[config.mk]
export PLATFORM = sky130hd
export DESIGN_NAME = fp_free_list
export DESIGN_NICKNAME = d
export VERILOG_FILES = /design/src/rename_pkg.sv /design/src/fp_free_list.sv
export SDC_FILE = /design/constraint.sdc
export NUM_CORES = 1
export LEC_CHECK = 0
export BUFFER_PORTS_ARGS = -buffer_cell sky130_fd_sc_hd__clkbuf_2
export CAP_MARGIN = 15
export CORE_ASPECT_RATIO = 1.5
export CORE_MARGIN = 2
export CORE_UTILIZATION = 46
export DETAILED_ROUTE_END_ITERATION = 8
export RECOVER_POWER = 50
export SLEW_MARGIN = 30
export SYNTH_ARGS = -nofsm -noshare
export SYNTH_HDL_FRONTEND = slang
export SYNTH_SLANG_ARGS = --single-unit
[constraint.sdc]
create_clock -name clk_i -period 3.3 [get_ports clk_i]
set_clock_uncertainty 0.15 [all_clocks]
set_input_delay 0.165 -clock clk_i [delete_from_list [all_inputs] [get_ports clk_i]]
set_output_delay 0.165 -clock clk_i [all_outputs]
set_load 0.02 [all_outputs]
[src/rename_pkg.sv]
// ~~~~~~~~~~~~~~~~~~~~~~~~~~~~~~
// Sizes fixed for 32 FP arch regs and 64 phys regs
// Checkpoint labels wrap at NUM_CHECKPOINTS, one copy always kept for the live map
// ~~~~~~~~~~~~~~~~~~~~~~~~~~~~~~
package rename_pkg;

    localparam int unsigned NUM_ISA_REGISTERS  = 32;
    localparam int unsigned NUM_PHYS_REGISTERS = 64;
    localparam int unsigned NUM_FREE_REGISTERS = NUM_PHYS_REGISTERS - NUM_ISA_REGISTERS;
    localparam int unsigned NUM_CHECKPOINTS    = 4;
    localparam int unsigned NUM_FP_WB          = 2;
    localparam int unsigned NUM_COMMIT         = 2;

    typedef logic [$clog2(NUM_ISA_REGISTERS)-1:0]  reg_t;
    typedef logic [$clog2(NUM_PHYS_REGISTERS)-1:0] phreg_t;
    typedef logic [$clog2(NUM_CHECKPOINTS)-1:0]    checkpoint_ptr;
    typedef logic [$clog2(NUM_PHYS_REGISTERS):0]   fl_count_t;    // One bit wider than a pointer
    typedef logic [$clog2(NUM_CHECKPOINTS):0]      ckpt_count_t;

    typedef enum logic [1:0] {
        REC_NONE,
        REC_CHECKPOINT,     // Branch mispredict, back to a label
        REC_COMMIT          // Exception, rebuild from the commit table
    } recover_op_e;

    typedef struct packed {
        logic   valid;
        reg_t   src1;
        reg_t   src2;
        reg_t   src3;
        logic   use_fs1;
        logic   use_fs2;
        logic   use_fs3;
        reg_t   dst;
        logic   write_dst;
        logic   do_checkpoint;
    } rename_req_t;

    typedef struct packed {
        logic   valid;
        reg_t   vaddr;
        phreg_t paddr;
    } wb_t;

    typedef struct packed {
        logic   valid;
        reg_t   old_dst;
        phreg_t new_dst;
        phreg_t free_reg;   // Previous mapping, goes back to the free list
    } commit_t;

    typedef struct packed {
        logic          valid;
        phreg_t        src1;
        phreg_t        src2;
        phreg_t        src3;
        logic          rdy1;
        logic          rdy2;
        logic          rdy3;
        phreg_t        old_dst;
        phreg_t        new_dst;
        checkpoint_ptr checkpoint;
    } rename_rsp_t;

endpackage
[src/fp_free_list.sv]
// ~~~~~~~~~~~~~~~~~~~~~~~~~~~~~~
// Pop is ignored when empty; pushes assume in-order commit
// ~~~~~~~~~~~~~~~~~~~~~~~~~~~~~~
`timescale 1ns/10ps

module fp_free_list
    import rename_pkg::*;
(
    input  logic                       clk_i,
    input  logic                       rstn_i,
    input  logic                       pop_i,
    input  logic                       do_checkpoint_i,
    input  commit_t [NUM_COMMIT-1:0]   push_i,
    input  recover_op_e                recover_op_i,
    input  checkpoint_ptr              recover_label_i,
    input  logic                       delete_checkpoint_i,
    output phreg_t                     new_dst_o,
    output logic                       empty_o
);

    // Buffer is as deep as the register file, so pointers are phreg_t wide
    phreg_t        entries_q [NUM_PHYS_REGISTERS];
    phreg_t        head_q, head_d;
    phreg_t        tail_q, tail_d;
    phreg_t        head_popped;
    fl_count_t     count_q, count_d;
    phreg_t        saved_head_q [NUM_CHECKPOINTS];
    checkpoint_ptr label_q, label_d;
    checkpoint_ptr oldest_q, oldest_d;
    ckpt_count_t   num_ckpt_q, num_ckpt_d;
    logic          do_pop;
    logic          ckpt_en;
    logic [$clog2(NUM_COMMIT):0] num_push;
    logic          push_en  [NUM_COMMIT];
    phreg_t        push_ptr [NUM_COMMIT];

    assign do_pop      = pop_i & (count_q != '0);
    assign head_popped = head_q + phreg_t'(do_pop);
    assign ckpt_en     = do_checkpoint_i & (num_ckpt_q < NUM_CHECKPOINTS - 1)
                         & (recover_op_i == REC_NONE);   // Label counter stays in step with the table

    // Freed registers fill the tail in slot order
    always_comb begin
        num_push = '0;
        for (int i = 0; i < NUM_COMMIT; i++) begin
            push_en[i]  = push_i[i].valid & (recover_op_i != REC_COMMIT);
            push_ptr[i] = tail_q + phreg_t'(num_push);
            num_push    = num_push + push_en[i];
        end
    end

    always_comb begin
        head_d     = head_popped;
        tail_d     = tail_q + phreg_t'(num_push);
        count_d    = count_q + fl_count_t'(num_push) - fl_count_t'(do_pop);
        label_d    = label_q + checkpoint_ptr'(ckpt_en);
        oldest_d   = oldest_q + checkpoint_ptr'(delete_checkpoint_i);
        num_ckpt_d = num_ckpt_q + ckpt_count_t'(ckpt_en) - ckpt_count_t'(delete_checkpoint_i);
        case (recover_op_i)
            REC_CHECKPOINT: begin
                head_d     = saved_head_q[recover_label_i];
                count_d    = {1'b0, tail_d - head_d};   // Never more than 32 free, so no wrap
                label_d    = recover_label_i;
                num_ckpt_d = {1'b0, recover_label_i - oldest_d};
            end
            REC_COMMIT: begin
                // The 32 entries behind the tail hold every non-committed register
                head_d     = tail_q - phreg_t'(NUM_FREE_REGISTERS);
                count_d    = fl_count_t'(NUM_FREE_REGISTERS);
                label_d    = '0;
                oldest_d   = '0;
                num_ckpt_d = '0;
            end
            default: ;
        endcase
    end

    always_ff @(posedge clk_i, negedge rstn_i) begin
        if (!rstn_i) begin
            for (int i = 0; i < NUM_PHYS_REGISTERS; i++) begin
                entries_q[i] <= phreg_t'(i + NUM_ISA_REGISTERS);   // 32..63 up front
            end
            for (int c = 0; c < NUM_CHECKPOINTS; c++) begin
                saved_head_q[c] <= '0;
            end
            head_q     <= '0;
            tail_q     <= phreg_t'(NUM_FREE_REGISTERS);
            count_q    <= fl_count_t'(NUM_FREE_REGISTERS);
            label_q    <= '0;
            oldest_q   <= '0;
            num_ckpt_q <= '0;
        end else begin
            for (int i = 0; i < NUM_COMMIT; i++) begin
                if (push_en[i]) entries_q[push_ptr[i]] <= push_i[i].free_reg;
            end
            if (ckpt_en) saved_head_q[label_q] <= head_popped;   // Includes this rename's pop
            head_q     <= head_d;
            tail_q     <= tail_d;
            count_q    <= count_d;
            label_q    <= label_d;
            oldest_q   <= oldest_d;
            num_ckpt_q <= num_ckpt_d;
        end
    end

    assign new_dst_o = entries_q[head_q];
    assign empty_o   = (count_q == '0);

endmodule

==> results_dict.tcl, run 1 <==
set metrics [dict create \
    reg2reg_setup_slack_ns 0.24 \
    vias_per_cell 5.88 \
    globalRoute.totalOverflow 0 \
    ios 52 \
    netlist.top_cell.by_area "sky130_fd_sc_hd__dfrtp_1" \
    data_arrival_time_of_the_critical_path_ns 3.00 \
    root_buffer "sky130_fd_sc_hd__clkbuf_16" \
    p_switching_mw 8.53 \
    detailed_place_hpwl_mm 52.2 \
    final_net_count 2384 \
    power.static_leakage_nw 12.6 \
    synth-edff-count 0 \
    route.antenna.remaining_nets 0 \
    synth_seq_area_share_pct 43.5 \
    end_kind "output pin" \
    drt_drc_violations_left 0 \
    place.port_buffers 29 \
    yosys_most_used_dff "sky130_fd_sc_hd__dfrtp_1" \
    proportion_of_layout_cells_with_a_drive_suffix_above_1_pct 39.1 \
    reg2reg_depth 16 \
    clock_latency_ns 0.56 \
    required_ns 2.98 \
    setup_violations 1 \
    postSynthNetCount 2341 \
    core.rowCount 105 \
    netlist.area_leader.share_pct 23.5 \
    min_period_ns 3.31 \
    fraction_of_power_spent_switching_nets_pct 34.8 \
    hold_path_class "in -> reg" \
    die_h_um 293 \
    post_synth_inst_count 2261 \
    clkPwrFrac_pct 20.5 \
    worstHoldPathCells 4 \
    post_synthesis_cell_type_count 62 \
    grt_busiest_layer "met2" \
    min_to "entries_q[237]$_DFF_PN1_" \
    core_region_area_mm2 0.0548 \
    fin_ws_ns -0.0109 \
    first_global_vias 18805 \
    cts_sinks 434 \
    drtIter0Drc 1115 \
    antenna_found_initial 0 \
    groute.layer.met2.usage_pct 47.8 \
    grt.met1_usage_pct 31.4 \
    final_min_period_over_clock_period_pct 100 \
    cts_max_level 2 \
    timing_max_transition_violations_final 75 \
    combinationalPowerShare_pct 40.8 \
    timing.critical_path.from_type "flop" \
    synth.avg_cell_area_um2 11.3 \
    total_iterations_of_the_first_detailed_routing_run 5 \
    internal-power_mw 16.0 \
    violated_checks "max-capacitance violations, max-slew violations, negative setup slack" \
    fin_setup_tns_ns -0.0109 \
    die_x_um 196 \
    insertedDiodeCount 0 \
    route.detailed.wl_per_inst_um 25.1 \
    timing.fmax_ghz 0.302 \
    crit-reg2reg-capture "count_q[6]$_DFF_PN0_" \
    proportion_of_synthesized_flip_flops_having_asynchronous_set_or_reset_pct 100 \
    cts.path.max_buffers 3 \
    run_status "complete, but fails checks" \
    die_area_mm2 0.0574 \
    worstPathMaxFanout 9 \
    yosys-top-cells-area "sky130_fd_sc_hd__dfrtp_1, sky130_fd_sc_hd__dfstp_2, sky130_fd_sc_hd__mux2_2" \
    yosys_register_bits 434 \
    finalPower_mw 24.5 \
    rsz0062_at_grt "true" \
    syn_to_final_growth_pct 13.2 \
    power.share.sequential_pct 38.6 \
    synth_warnings 0 \
    grt_util_met3_pct 2.95 \
    finalHoldViolations 0 \
    groute.usage.overall_pct 26.9 \
    slew_at_the_pin_closest_to_its_max_slew_limit_ns 2.00 \
    clk_pin_slew_worst_paths_ns 0.06 \
    grt_first_pass_wirelength_mm 117 \
    timing.max_cap.violations 1 \
    holdCritStartpoint "push_i[3]" \
    worst-setup-path-type "reg -> out" \
    finalWeightedCongestion 0.931 \
    fin_util_pct 52.8 \
    routed-via-count 17843 \
    grt_start_max_net_pins 76 \
    max_slew_margin_pct -33.1 \
    synth.cell_area_mm2 0.0255 \
    p_per_area_mw_per_mm2 848 \
    timing.rr.start "count_q[5]$_DFF_PN1_" \
    max-vdd-ir-drop_v 0.000548 \
    tritoncts.num_buffers 44 \
    tritoncts "yes" \
    route.final.wire_length_mm 76.2 \
    fillCellCount 4715 \
    initial_core_util_pct 46.6 \
]
-- cells by family after synthesis --
| kind of cell | after synthesis | synth area share (%) |
|---|---|---|
| compound gates | 358 | 7.63 |
| flops | 434 | 43.5 |
| buf+inv | 226 | 3.93 |
| xor+xnor | 25 | 1.06 |
| mux | 654 | 32.3 |
| simple gates | 529 | 9.76 |
| fa+ha+maj | 35 | 1.83 |
-- cell usage after synthesis (10+ instances only) --
cell and instances:
sky130_fd_sc_hd__clkbuf_1 105, sky130_fd_sc_hd__inv_1 34, sky130_fd_sc_hd__buf_4 10, sky130_fd_sc_hd__a22oi_1 11, sky130_fd_sc_hd__nand3_1 25, sky130_fd_sc_hd__nor2_1 143
sky130_fd_sc_hd__buf_1 13, sky130_fd_sc_hd__xnor2_1 14, sky130_fd_sc_hd__o22ai_1 12, sky130_fd_sc_hd__mux2_2 263, sky130_fd_sc_hd__nor3_2 16, sky130_fd_sc_hd__buf_2 57
sky130_fd_sc_hd__mux4_2 109, sky130_fd_sc_hd__nor2b_1 23, sky130_fd_sc_hd__dfstp_2 194, sky130_fd_sc_hd__o21ai_1 37, sky130_fd_sc_hd__a21oi_1 136, sky130_fd_sc_hd__nor2_2 25
sky130_fd_sc_hd__nand2_1 224, sky130_fd_sc_hd__ha_1 31, sky130_fd_sc_hd__nand2b_1 13, sky130_fd_sc_hd__o21ai_0 132, sky130_fd_sc_hd__mux2i_1 275, sky130_fd_sc_hd__dfrtp_1 240
-- layout by cell type, fill, tap and decap left out, types with 11 or more instances in the layout --
master,count
sky130_fd_sc_hd__clkbuf_2,24
sky130_fd_sc_hd__o21ai_0,126
sky130_fd_sc_hd__nand3_2,11
sky130_fd_sc_hd__o22ai_1,12
sky130_fd_sc_hd__mux2_2,258
sky130_fd_sc_hd__nor2_1,143
sky130_fd_sc_hd__nand3_1,17
sky130_fd_sc_hd__clkbuf_16,47
sky130_fd_sc_hd__nor2_2,23
sky130_fd_sc_hd__ha_1,31
sky130_fd_sc_hd__buf_12,18
sky130_fd_sc_hd__nor3_2,16
sky130_fd_sc_hd__clkbuf_8,14
sky130_fd_sc_hd__clkbuf_1,19
sky130_fd_sc_hd__a21oi_1,124
sky130_fd_sc_hd__nand2_1,222
sky130_fd_sc_hd__nand2b_1,13
sky130_fd_sc_hd__mux4_2,109
sky130_fd_sc_hd__o21ai_1,40
sky130_fd_sc_hd__nor2b_1,22
sky130_fd_sc_hd__xnor2_1,14
sky130_fd_sc_hd__mux2i_1,272
sky130_fd_sc_hd__buf_4,116
sky130_fd_sc_hd__dfstp_2,194
sky130_fd_sc_hd__a21oi_2,12
sky130_fd_sc_hd__dfrtp_1,237
sky130_fd_sc_hd__inv_1,34
-- critical path, cell delays in order (launching register included) --
cell	delay, ns
sky130_fd_sc_hd__dfrtp_4	0.53
sky130_fd_sc_hd__buf_12	0.20
sky130_fd_sc_hd__buf_16	0.14
sky130_fd_sc_hd__mux4_2	0.53
sky130_fd_sc_hd__mux4_2	0.55
sky130_fd_sc_hd__nand3_2	0.10
sky130_fd_sc_hd__o21ai_1	0.07
sky130_fd_sc_hd__buf_4	0.15
sky130_fd_sc_hd__clkbuf_8	0.15
-- stage by stage --
stage	instances	hold slack (ns)	worst slack, ns	cell area [um2]
detailed placement	2933	0.0539	-0.0240	27000
global route	3033	0.0441	-0.0419	28900
CTS	3031	0.0211	0.00188	28900
global placement	2933	0.0497	0.0806	27000
finish	3033	0.0248	-0.0109	28900
floorplan	2261	-0.281	0.132	25500
-- worst max-delay path by stage --
stage                          from                       end  slack, ns  depth (start not counted)
3_3_place_gp        recover_op_i[0]  entries_q[306]$_DFF_PN0_       0.08                         13
2_1_floorplan  count_q[4]$_DFF_PN0_      count_q[6]$_DFF_PN0_       0.13                         16
5_1_grt         head_q[0]$_DFF_PN0_              new_dst_o[3]      -0.04                         10
4_1_cts         head_q[0]$_DFF_PN0_              new_dst_o[2]      0.002                          8
3_5_place_dp        recover_op_i[0]  entries_q[306]$_DFF_PN0_      -0.02                         13
6_report        head_q[0]$_DFF_PN0_              new_dst_o[3]      -0.01                          8
-- area by class of cell --
| type | count | area [um2] | share of cell area, % |
|---|---|---|---|
| clock buffer | 71 | 1310 | 4.54 |
| clock inverter | 9 | 98.8 | 0.342 |
| inverter | 35 | 131 | 0.454 |
| multi-input combinational | 1601 | 13600 | 47.1 |
| sequential | 434 | 11100 | 38.4 |
| tap | 695 | 870 | 3.01 |
| timing repair buffer | 188 | 1770 | 6.14 |
-- metal layers --
metal  vias to the layer above  part of all wire [%]
met1                      8982                    38
li1                       8167                     -
met5                         -                     0
met4                         0                   6.1
met2                       492                    52
met3                       202                   4.1
-- power by group through the flow --
stage	Sequential (mW)	Clock, mW	Combinational (mW)
after CTS	9.45	5.13	9.88
after global routing	9.73	5.33	10.7
after floorplan	8.86	0	6.89
after detailed placement	9.54	0	9.36
final	9.47	5.02	10.0
after global placement	9.40	0	9.09
-- state kept, by name (all words and copies together), names as in the netlist --
register and flops:
count_q 7, oldest_q 2, entries_q 384, num_ckpt_q 3, label_q 2, head_q 6
tail_q 6, saved_head_q 24
-- what timing repair did --
item                       CTS  global route
pin swaps                    8             5
hold buffers                 7             0
cloned                       4             2
gates resized for setup     56            19
setup endpoints to repair    6            63
setup buffers               10             1
hold endpoints to repair   232             0
Note: power is estimated with default switching activity, not from simulation.
==> inputs of run 2 (changes only) <==
--- a/config.mk
+++ b/config.mk
@@ -7,7 +7,6 @@
 export LEC_CHECK = 0
 export BUFFER_PORTS_ARGS = -buffer_cell sky130_fd_sc_hd__clkbuf_2
 export CAP_MARGIN = 15
-export CORE_ASPECT_RATIO = 1.5
 export CORE_MARGIN = 2
 export CORE_UTILIZATION = 46
 export DETAILED_ROUTE_END_ITERATION = 8
==> run 2 against run 1 <==
Net effect:
- the run still ends with max-capacitance violations, max-slew violations, negative setup slack left
- sequential power barely moved
- worst hold slack better by 0.015 ns
- final cell count grew 2.4%
- non-clock buffer count increased by 8
- maximum frequency is 0.13% lower
- total power increased by 2.7%
- sequential share of layout area fell by 0.54 points
- utilization is 0.56 points higher
- combinational power hardly changed
- wire length shrank 1.2%
- critical endpoint is now new_dst_o[2]
- largest cell class unchanged
- highest routed layer unchanged
==> results_dict.tcl, run 2 (same netlist as run 1, synthesis figures left out) <==
set metrics [dict create \
    clkPwrFrac_pct 22.9 \
    vias_per_cell 5.82 \
    p_per_area_mw_per_mm2 858 \
    core_region_area_mm2 0.0550 \
    run_status "complete, but fails checks" \
    ios 52 \
    min_period_ns 3.32 \
    root_buffer "sky130_fd_sc_hd__clkbuf_16" \
    crit-reg2reg-capture "count_q[6]$_DFF_PN0_" \
    commonest_non_fill_non_tap_cells_in_the_layout "sky130_fd_sc_hd__mux2i_1, sky130_fd_sc_hd__mux2_2, sky130_fd_sc_hd__dfrtp_1" \
    fraction_of_power_spent_switching_nets_pct 34.4 \
    timing.max_cap.violations 1 \
    max-vdd-ir-drop_v 0.000422 \
    cts.path.max_buffers 3 \
    rsz0062_at_grt "true" \
    route.antenna.remaining_nets 0 \
    globalRoute.totalOverflow 0 \
    worstHoldPathCells 4 \
    drt_drc_violations_left 0 \
    end_kind "output pin" \
    clock_latency_ns 0.60 \
    proportion_of_layout_cells_with_a_drive_suffix_above_1_pct 40.5 \
    place_inst 2987 \
    routed-via-count 18069 \
    fin_setup_tns_ns -0.0154 \
    postPlaceCellArea_mm2 0.0270 \
    max_slew_margin_pct -78.5 \
    tritoncts "yes" \
    required_ns 2.98 \
    timing_max_transition_violations_final 94 \
    combinationalPowerShare_pct 39.6 \
    cts_sinks 434 \
    holdCritStartpoint "recover_op_i[1]" \
    groute.usage.overall_pct 26.8 \
    worst-setup-path-type "reg -> out" \
    route.detailed.wl_per_inst_um 24.2 \
    reg_top3 "entries_q (384), saved_head_q (24), count_q (7)" \
    worstPathMaxFanout 8 \
    detailed_place_hpwl_mm 49.8 \
    total_iterations_of_the_first_detailed_routing_run 5 \
    min_to "oldest_q[1]$_DFF_PN0_" \
    setup_violations 1 \
    timing.critical_path.from_type "flop" \
    timing.fmax_ghz 0.302 \
    reg2reg_depth 16 \
    route.final.wire_length_mm 75.3 \
    die_x_um 240 \
    place.port_buffers 29 \
    reg2reg_setup_slack_ns 0.22 \
    initial_core_util_pct 46.4 \
    tritoncts.num_buffers 50 \
    final_min_period_over_clock_period_pct 100 \
    data_arrival_time_of_the_critical_path_ns 3.00 \
    die_area_mm2 0.0574 \
    max_flop_register "entries_q" \
    p_switching_mw 8.66 \
    insertedDiodeCount 0 \
    hold_path_class "in -> reg" \
    grt_first_pass_wirelength_mm 116 \
    core.rowCount 86 \
    syn_to_final_growth_pct 14.8 \
    grt_start_max_net_pins 99 \
    clk_pin_slew_worst_paths_ns 0.06 \
    antenna_found_initial 0 \
    detailedPlace.worstSlack_ns -0.0140 \
    max_ffs_per_register 384 \
    final_common_cell "sky130_fd_sc_hd__mux2i_1" \
    timing.rr.start "count_q[4]$_DFF_PN0_" \
    finalHoldViolations 0 \
    first_global_vias 18288 \
    cts_max_level 2 \
    fin_area_mm2 0.0293 \
    finalWeightedCongestion 0.946 \
    final_net_count 2398 \
    internal-power_mw 16.5 \
    slew_at_the_pin_closest_to_its_max_slew_limit_ns 2.68 \
    fin_ws_ns -0.0154 \
    die_h_um 240 \
    power.static_leakage_nw 12.7 \
    power.share.sequential_pct 37.5 \
    drtIter0Drc 1279 \
    violated_checks "max-capacitance violations, max-slew violations, negative setup slack" \
    finalNonFillerCells 3107 \
]
==> run 2: layer usage <==
| layer | up-vias | track usage (%) | share of wire, % |
|---|---|---|---|
| li1 | 8220 | - | - |
| met1 | 9163 | 36.8 | 44 |
| met2 | 556 | 43.5 | 48 |
| met3 | 130 | 4.19 | 5.4 |
| met4 | 0 | 8.33 | 2.9 |
| met5 | - | 0 | 0 |
==> run 2: critical path: stages (launching register included) <==
cell,delay (ns)
sky130_fd_sc_hd__dfrtp_4,0.53
sky130_fd_sc_hd__buf_12,0.18
sky130_fd_sc_hd__buf_12,0.15
sky130_fd_sc_hd__buf_4,0.12
sky130_fd_sc_hd__mux4_2,0.49
sky130_fd_sc_hd__a22oi_2,0.24
sky130_fd_sc_hd__nand3_1,0.22
sky130_fd_sc_hd__a21oi_2,0.21
sky130_fd_sc_hd__o21ai_2,0.09
sky130_fd_sc_hd__clkbuf_4,0.17
==> run 2: through the flow <==
| step | power, mW | util [%] | hold WS (ns) |
|---|---|---|---|
| 3_5_place_dp | 18.7 | 49.2 | 0.172 |
| 2_1_floorplan | 15.7 | - | -0.281 |
| 6_report | 25.2 | 53.3 | 0.0396 |
| 3_3_place_gp | 18.3 | 49.2 | 0.166 |
| 4_1_cts | 25.0 | 53.0 | 0.000113 |
| 5_1_grt | 26.5 | 53.3 | 0.0557 |
==> run 2: final cells by class <==
cell class | count | area [um2]
Fill cell | 4776 | 25700
Multi-Input combinational cell | 1601 | 13700
Sequential cell | 434 | 11100
Timing Repair Buffer | 196 | 1780
Clock buffer | 73 | 1490
Tap cell | 748 | 936
Clock inverter | 20 | 206
Inverter | 35 | 131
==> run 2: power by group through the flow <==
stage               combinational (mW)  clock, mW  sequential, mW
floorplan                         6.89          0            8.86
global placement                  8.94          0            9.37
detailed placement                9.21          0            9.48
CTS                               9.69       5.86            9.42
global route                      10.7       6.06            9.70
finish                            9.96       5.76            9.44
==> run 2: worst max path at each step <==
stage                                    start                  endpoint  slack [ns]  cells after the start
after detailed placement       recover_op_i[0]  entries_q[292]$_DFF_PN0_       -0.01                     13
final                      head_q[0]$_DFF_PN0_              new_dst_o[2]       -0.02                      9
after CTS                  head_q[0]$_DFF_PN0_              new_dst_o[4]       -0.01                      7
after global placement         recover_op_i[0]      count_q[4]$_DFF_PN0_        0.04                     14
after global routing       head_q[0]$_DFF_PN0_              new_dst_o[2]       -0.04                      9
after floorplan           count_q[4]$_DFF_PN0_      count_q[6]$_DFF_PN0_        0.13                     16
==> run 2: repair_timing <==
action                                  4_1_cts  5_1_grt
setup buffers                                12        6
endpoints found under the setup margin        6        8
gates cloned                                  2        1
hold buffers                                  6        0
hold endpoints to repair                     84        0
pin swaps                                     7       17
resized for setup                            53       32
==> inputs of run 3 (changes only) <==
--- a/config.mk
+++ b/config.mk
@@ -10,6 +10,7 @@
 export CORE_MARGIN = 2
 export CORE_UTILIZATION = 46
 export DETAILED_ROUTE_END_ITERATION = 8
+export PLACE_DENSITY = 0.61
 export RECOVER_POWER = 50
 export SLEW_MARGIN = 30
 export SYNTH_ARGS = -nofsm -noshare
==> run 3 against run 2 <==
Net effect:
- the run still ends with max-capacitance violations, max-slew violations, negative setup slack left
- total power is 2.6% higher
- count of clock-buffer cells in the layout is 6 lower
- die area stayed put
- setup slack worse by 0.021 ns
- first-iteration DRC count is 14% higher
- combinational power hardly changed
- critical path depth is 1 lower
- sequential cell count stayed put
- highest routed layer is now met5
==> results_dict.tcl, run 3 (same netlist as run 1, synthesis figures left out) <==
set metrics [dict create \
    run_status "complete, but fails checks" \
    violated_checks "max-capacitance violations, max-slew violations, negative setup slack" \
    worstPathMaxFanout 8 \
    ios 52 \
    p_per_area_mw_per_mm2 875 \
    required_ns 2.98 \
    max-vdd-ir-drop_v 0.000524 \
    fin_area_mm2 0.0295 \
    critical_path_buf_inv_count 4 \
    tritoncts "yes" \
    postPlaceCellArea_mm2 0.0269 \
    min_period_ns 3.34 \
    fin_util_pct 53.7 \
    commonest_non_fill_non_tap_cells_in_the_layout "sky130_fd_sc_hd__mux2i_1, sky130_fd_sc_hd__mux2_2, sky130_fd_sc_hd__dfrtp_1" \
    crit_family "multiplexers" \
    crit-reg2reg-capture "count_q[6]$_DFF_PN0_" \
    hold_path_class "in -> reg" \
    die_x_um 240 \
    final_net_count 2384 \
    root_buffer "sky130_fd_sc_hd__clkbuf_16" \
    initial_core_util_pct 46.4 \
    worst-setup-path-type "reg -> out" \
    place.port_buffers 29 \
    crit_cells 8 \
    proportion_of_layout_cells_with_a_drive_suffix_above_1_pct 39.9 \
    setup_violations 1 \
    globalRoute.totalOverflow 0 \
    core.rowCount 86 \
    groute.usage.overall_pct 26.4 \
    final_min_period_over_clock_period_pct 101 \
    route.antenna.remaining_nets 0 \
    detailed_place_hpwl_mm 48.8 \
    timing.critical_path.to "new_dst_o[4]" \
    cts.path.max_buffers 3 \
    timing.fmax_ghz 0.300 \
    reg_top3 "entries_q (384), saved_head_q (24), count_q (7)" \
    clock_latency_ns 0.62 \
    timing.max_cap.violations 1 \
    total_iterations_of_the_first_detailed_routing_run 5 \
    tritoncts.num_buffers 52 \
    fillCellCount 4726 \
    route.final.wire_length_mm 73.9 \
    antenna_found_initial 2 \
    timing.critical_path.slowest_cell_delay_ns 0.53 \
    grt_start_max_net_pins 82 \
    insertedDiodeCount 0 \
    fin_ws_ns -0.0362 \
    syn_to_final_growth_pct 15.6 \
    max_ffs_per_register 384 \
    timing.rr.start "count_q[5]$_DFF_PN1_" \
    routed-via-count 18126 \
    max_flop_register "entries_q" \
    grt_first_pass_wirelength_mm 114 \
    max_slew_margin_pct -62.5 \
    reg2reg_depth 16 \
    finalPower_mw 25.8 \
    finalWeightedCongestion 0.921 \
    core_region_area_mm2 0.0550 \
    finalHoldViolations 0 \
    critical_path.slowest_cell "sky130_fd_sc_hd__mux4_2" \
    finalNonFillerCells 3096 \
    timing_max_transition_violations_final 77 \
    die_h_um 240 \
    data_arrival_time_of_the_critical_path_ns 3.02 \
    die_area_mm2 0.0574 \
    end_kind "output pin" \
    timing.critical_path.from_type "flop" \
    fin_setup_tns_ns -0.0362 \
    cts_max_level 2 \
    holdCritStartpoint "push_i[19]" \
    clk_pin_slew_worst_paths_ns 0.06 \
    drt_drc_violations_left 0 \
    drtIter0Drc 1455 \
    reg2reg_setup_slack_ns 0.21 \
    power.static_leakage_nw 12.7 \
    cp_cell_sequence "buf_12 > buf_12 > buf_16 > mux4_2 > mux4_2 > a21oi_2 > o21ai_2 > clkbuf_8" \
    final_common_cell "sky130_fd_sc_hd__mux2i_1" \
    cts_sinks 434 \
    place_inst 2971 \
    vias_per_cell 5.85 \
    worstSetupStartpoint "head_q[0]$_DFF_PN0_" \
    first_global_vias 18516 \
    route.detailed.wl_per_inst_um 23.9 \
    rsz0062_at_grt "true" \
    slew_at_the_pin_closest_to_its_max_slew_limit_ns 2.44 \
]
## run 3: changes by cell type in the layout (fill, tap and decap cells not counted), sizes merged
cell	previous run	this run
buf	161	143
bufinv	4	11
clkbuf	102	94
clkinv	14	11
clkinvlp	1	6
dlygate4sd3	6	10
inv	36	38
## run 3: where the power goes
group	internal, mW	switching, mW	leakage (nW)
sequential	8.10	1.32	5.15
combinational	4.94	4.99	6.65
clock	4.02	2.45	0.947
total	17.1	8.76	12.7
## run 3: worst min-delay path by stage
| stage | end | slack, ns | cells after the start |
|---|---|---|---|
| final | entries_q[217]$_DFF_PN1_ | 0.06 | 4 |
| after global routing | entries_q[257]$_DFF_PN1_ | 0.08 | 3 |
| after CTS | entries_q[80]$_DFF_PN0_ | 0.03 | 2 |
| after detailed placement | entries_q[106]$_DFF_PN0_ | 0.08 | 1 |
| after global placement | entries_q[106]$_DFF_PN0_ | 0.08 | 1 |
| after floorplan | count_q[0]$_DFF_PN0_ | -0.28 | 0 |
## run 3: worst reg2reg max path, delay by kind of cell, from the launching register on
kind                     cells  cell delay [ns]
adder cells (fa/ha/maj)      4             1.03
AND/OR/NAND/NOR              5             0.61
flip-flops                   1             0.53
AO/OA/AOI/OAI                4             0.47
buffers and inverters        3             0.18
## run 3: metrics by stage
step | setup slack, ns | hold WS, ns
floorplan | 0.132 | -0.281
global placement | -0.0427 | 0.0818
detailed placement | 0.0333 | 0.0764
CTS | -0.0709 | 0.0272
global route | -0.0736 | 0.0800
finish | -0.0362 | 0.0600
## run 3: cell type report
class | count | area, um2 | area share [%]
Clock inverter | 31 | 488 | 1.65
Tap cell | 748 | 936 | 3.17
Clock buffer | 67 | 1470 | 4.97
Multi-Input combinational cell | 1601 | 13700 | 46.3
Timing Repair Buffer | 180 | 1720 | 5.81
Sequential cell | 434 | 11100 | 37.7
Inverter | 35 | 131 | 0.445
## run 3: repair_timing
| item | CTS | global route |
|---|---|---|
| setup buffers | 9 | 4 |
| gates resized for setup | 45 | 30 |
| hold buffers | 10 | 0 |
| endpoints found under the hold margin | 290 | 0 |
| setup endpoints to repair | 6 | 29 |
| gates cloned | 5 | 0 |
| pin swaps | 6 | 6 |
## run 3: metal layers
metal | vias to the layer above | track usage [%] | wire length, um
li1 | 8188 | - | -
met1 | 9205 | 35.8 | 31600
met2 | 569 | 42.0 | 34800
met3 | 162 | 4.96 | 4740
met4 | 2 | 10.3 | 2750
met5 | - | 0 | 8
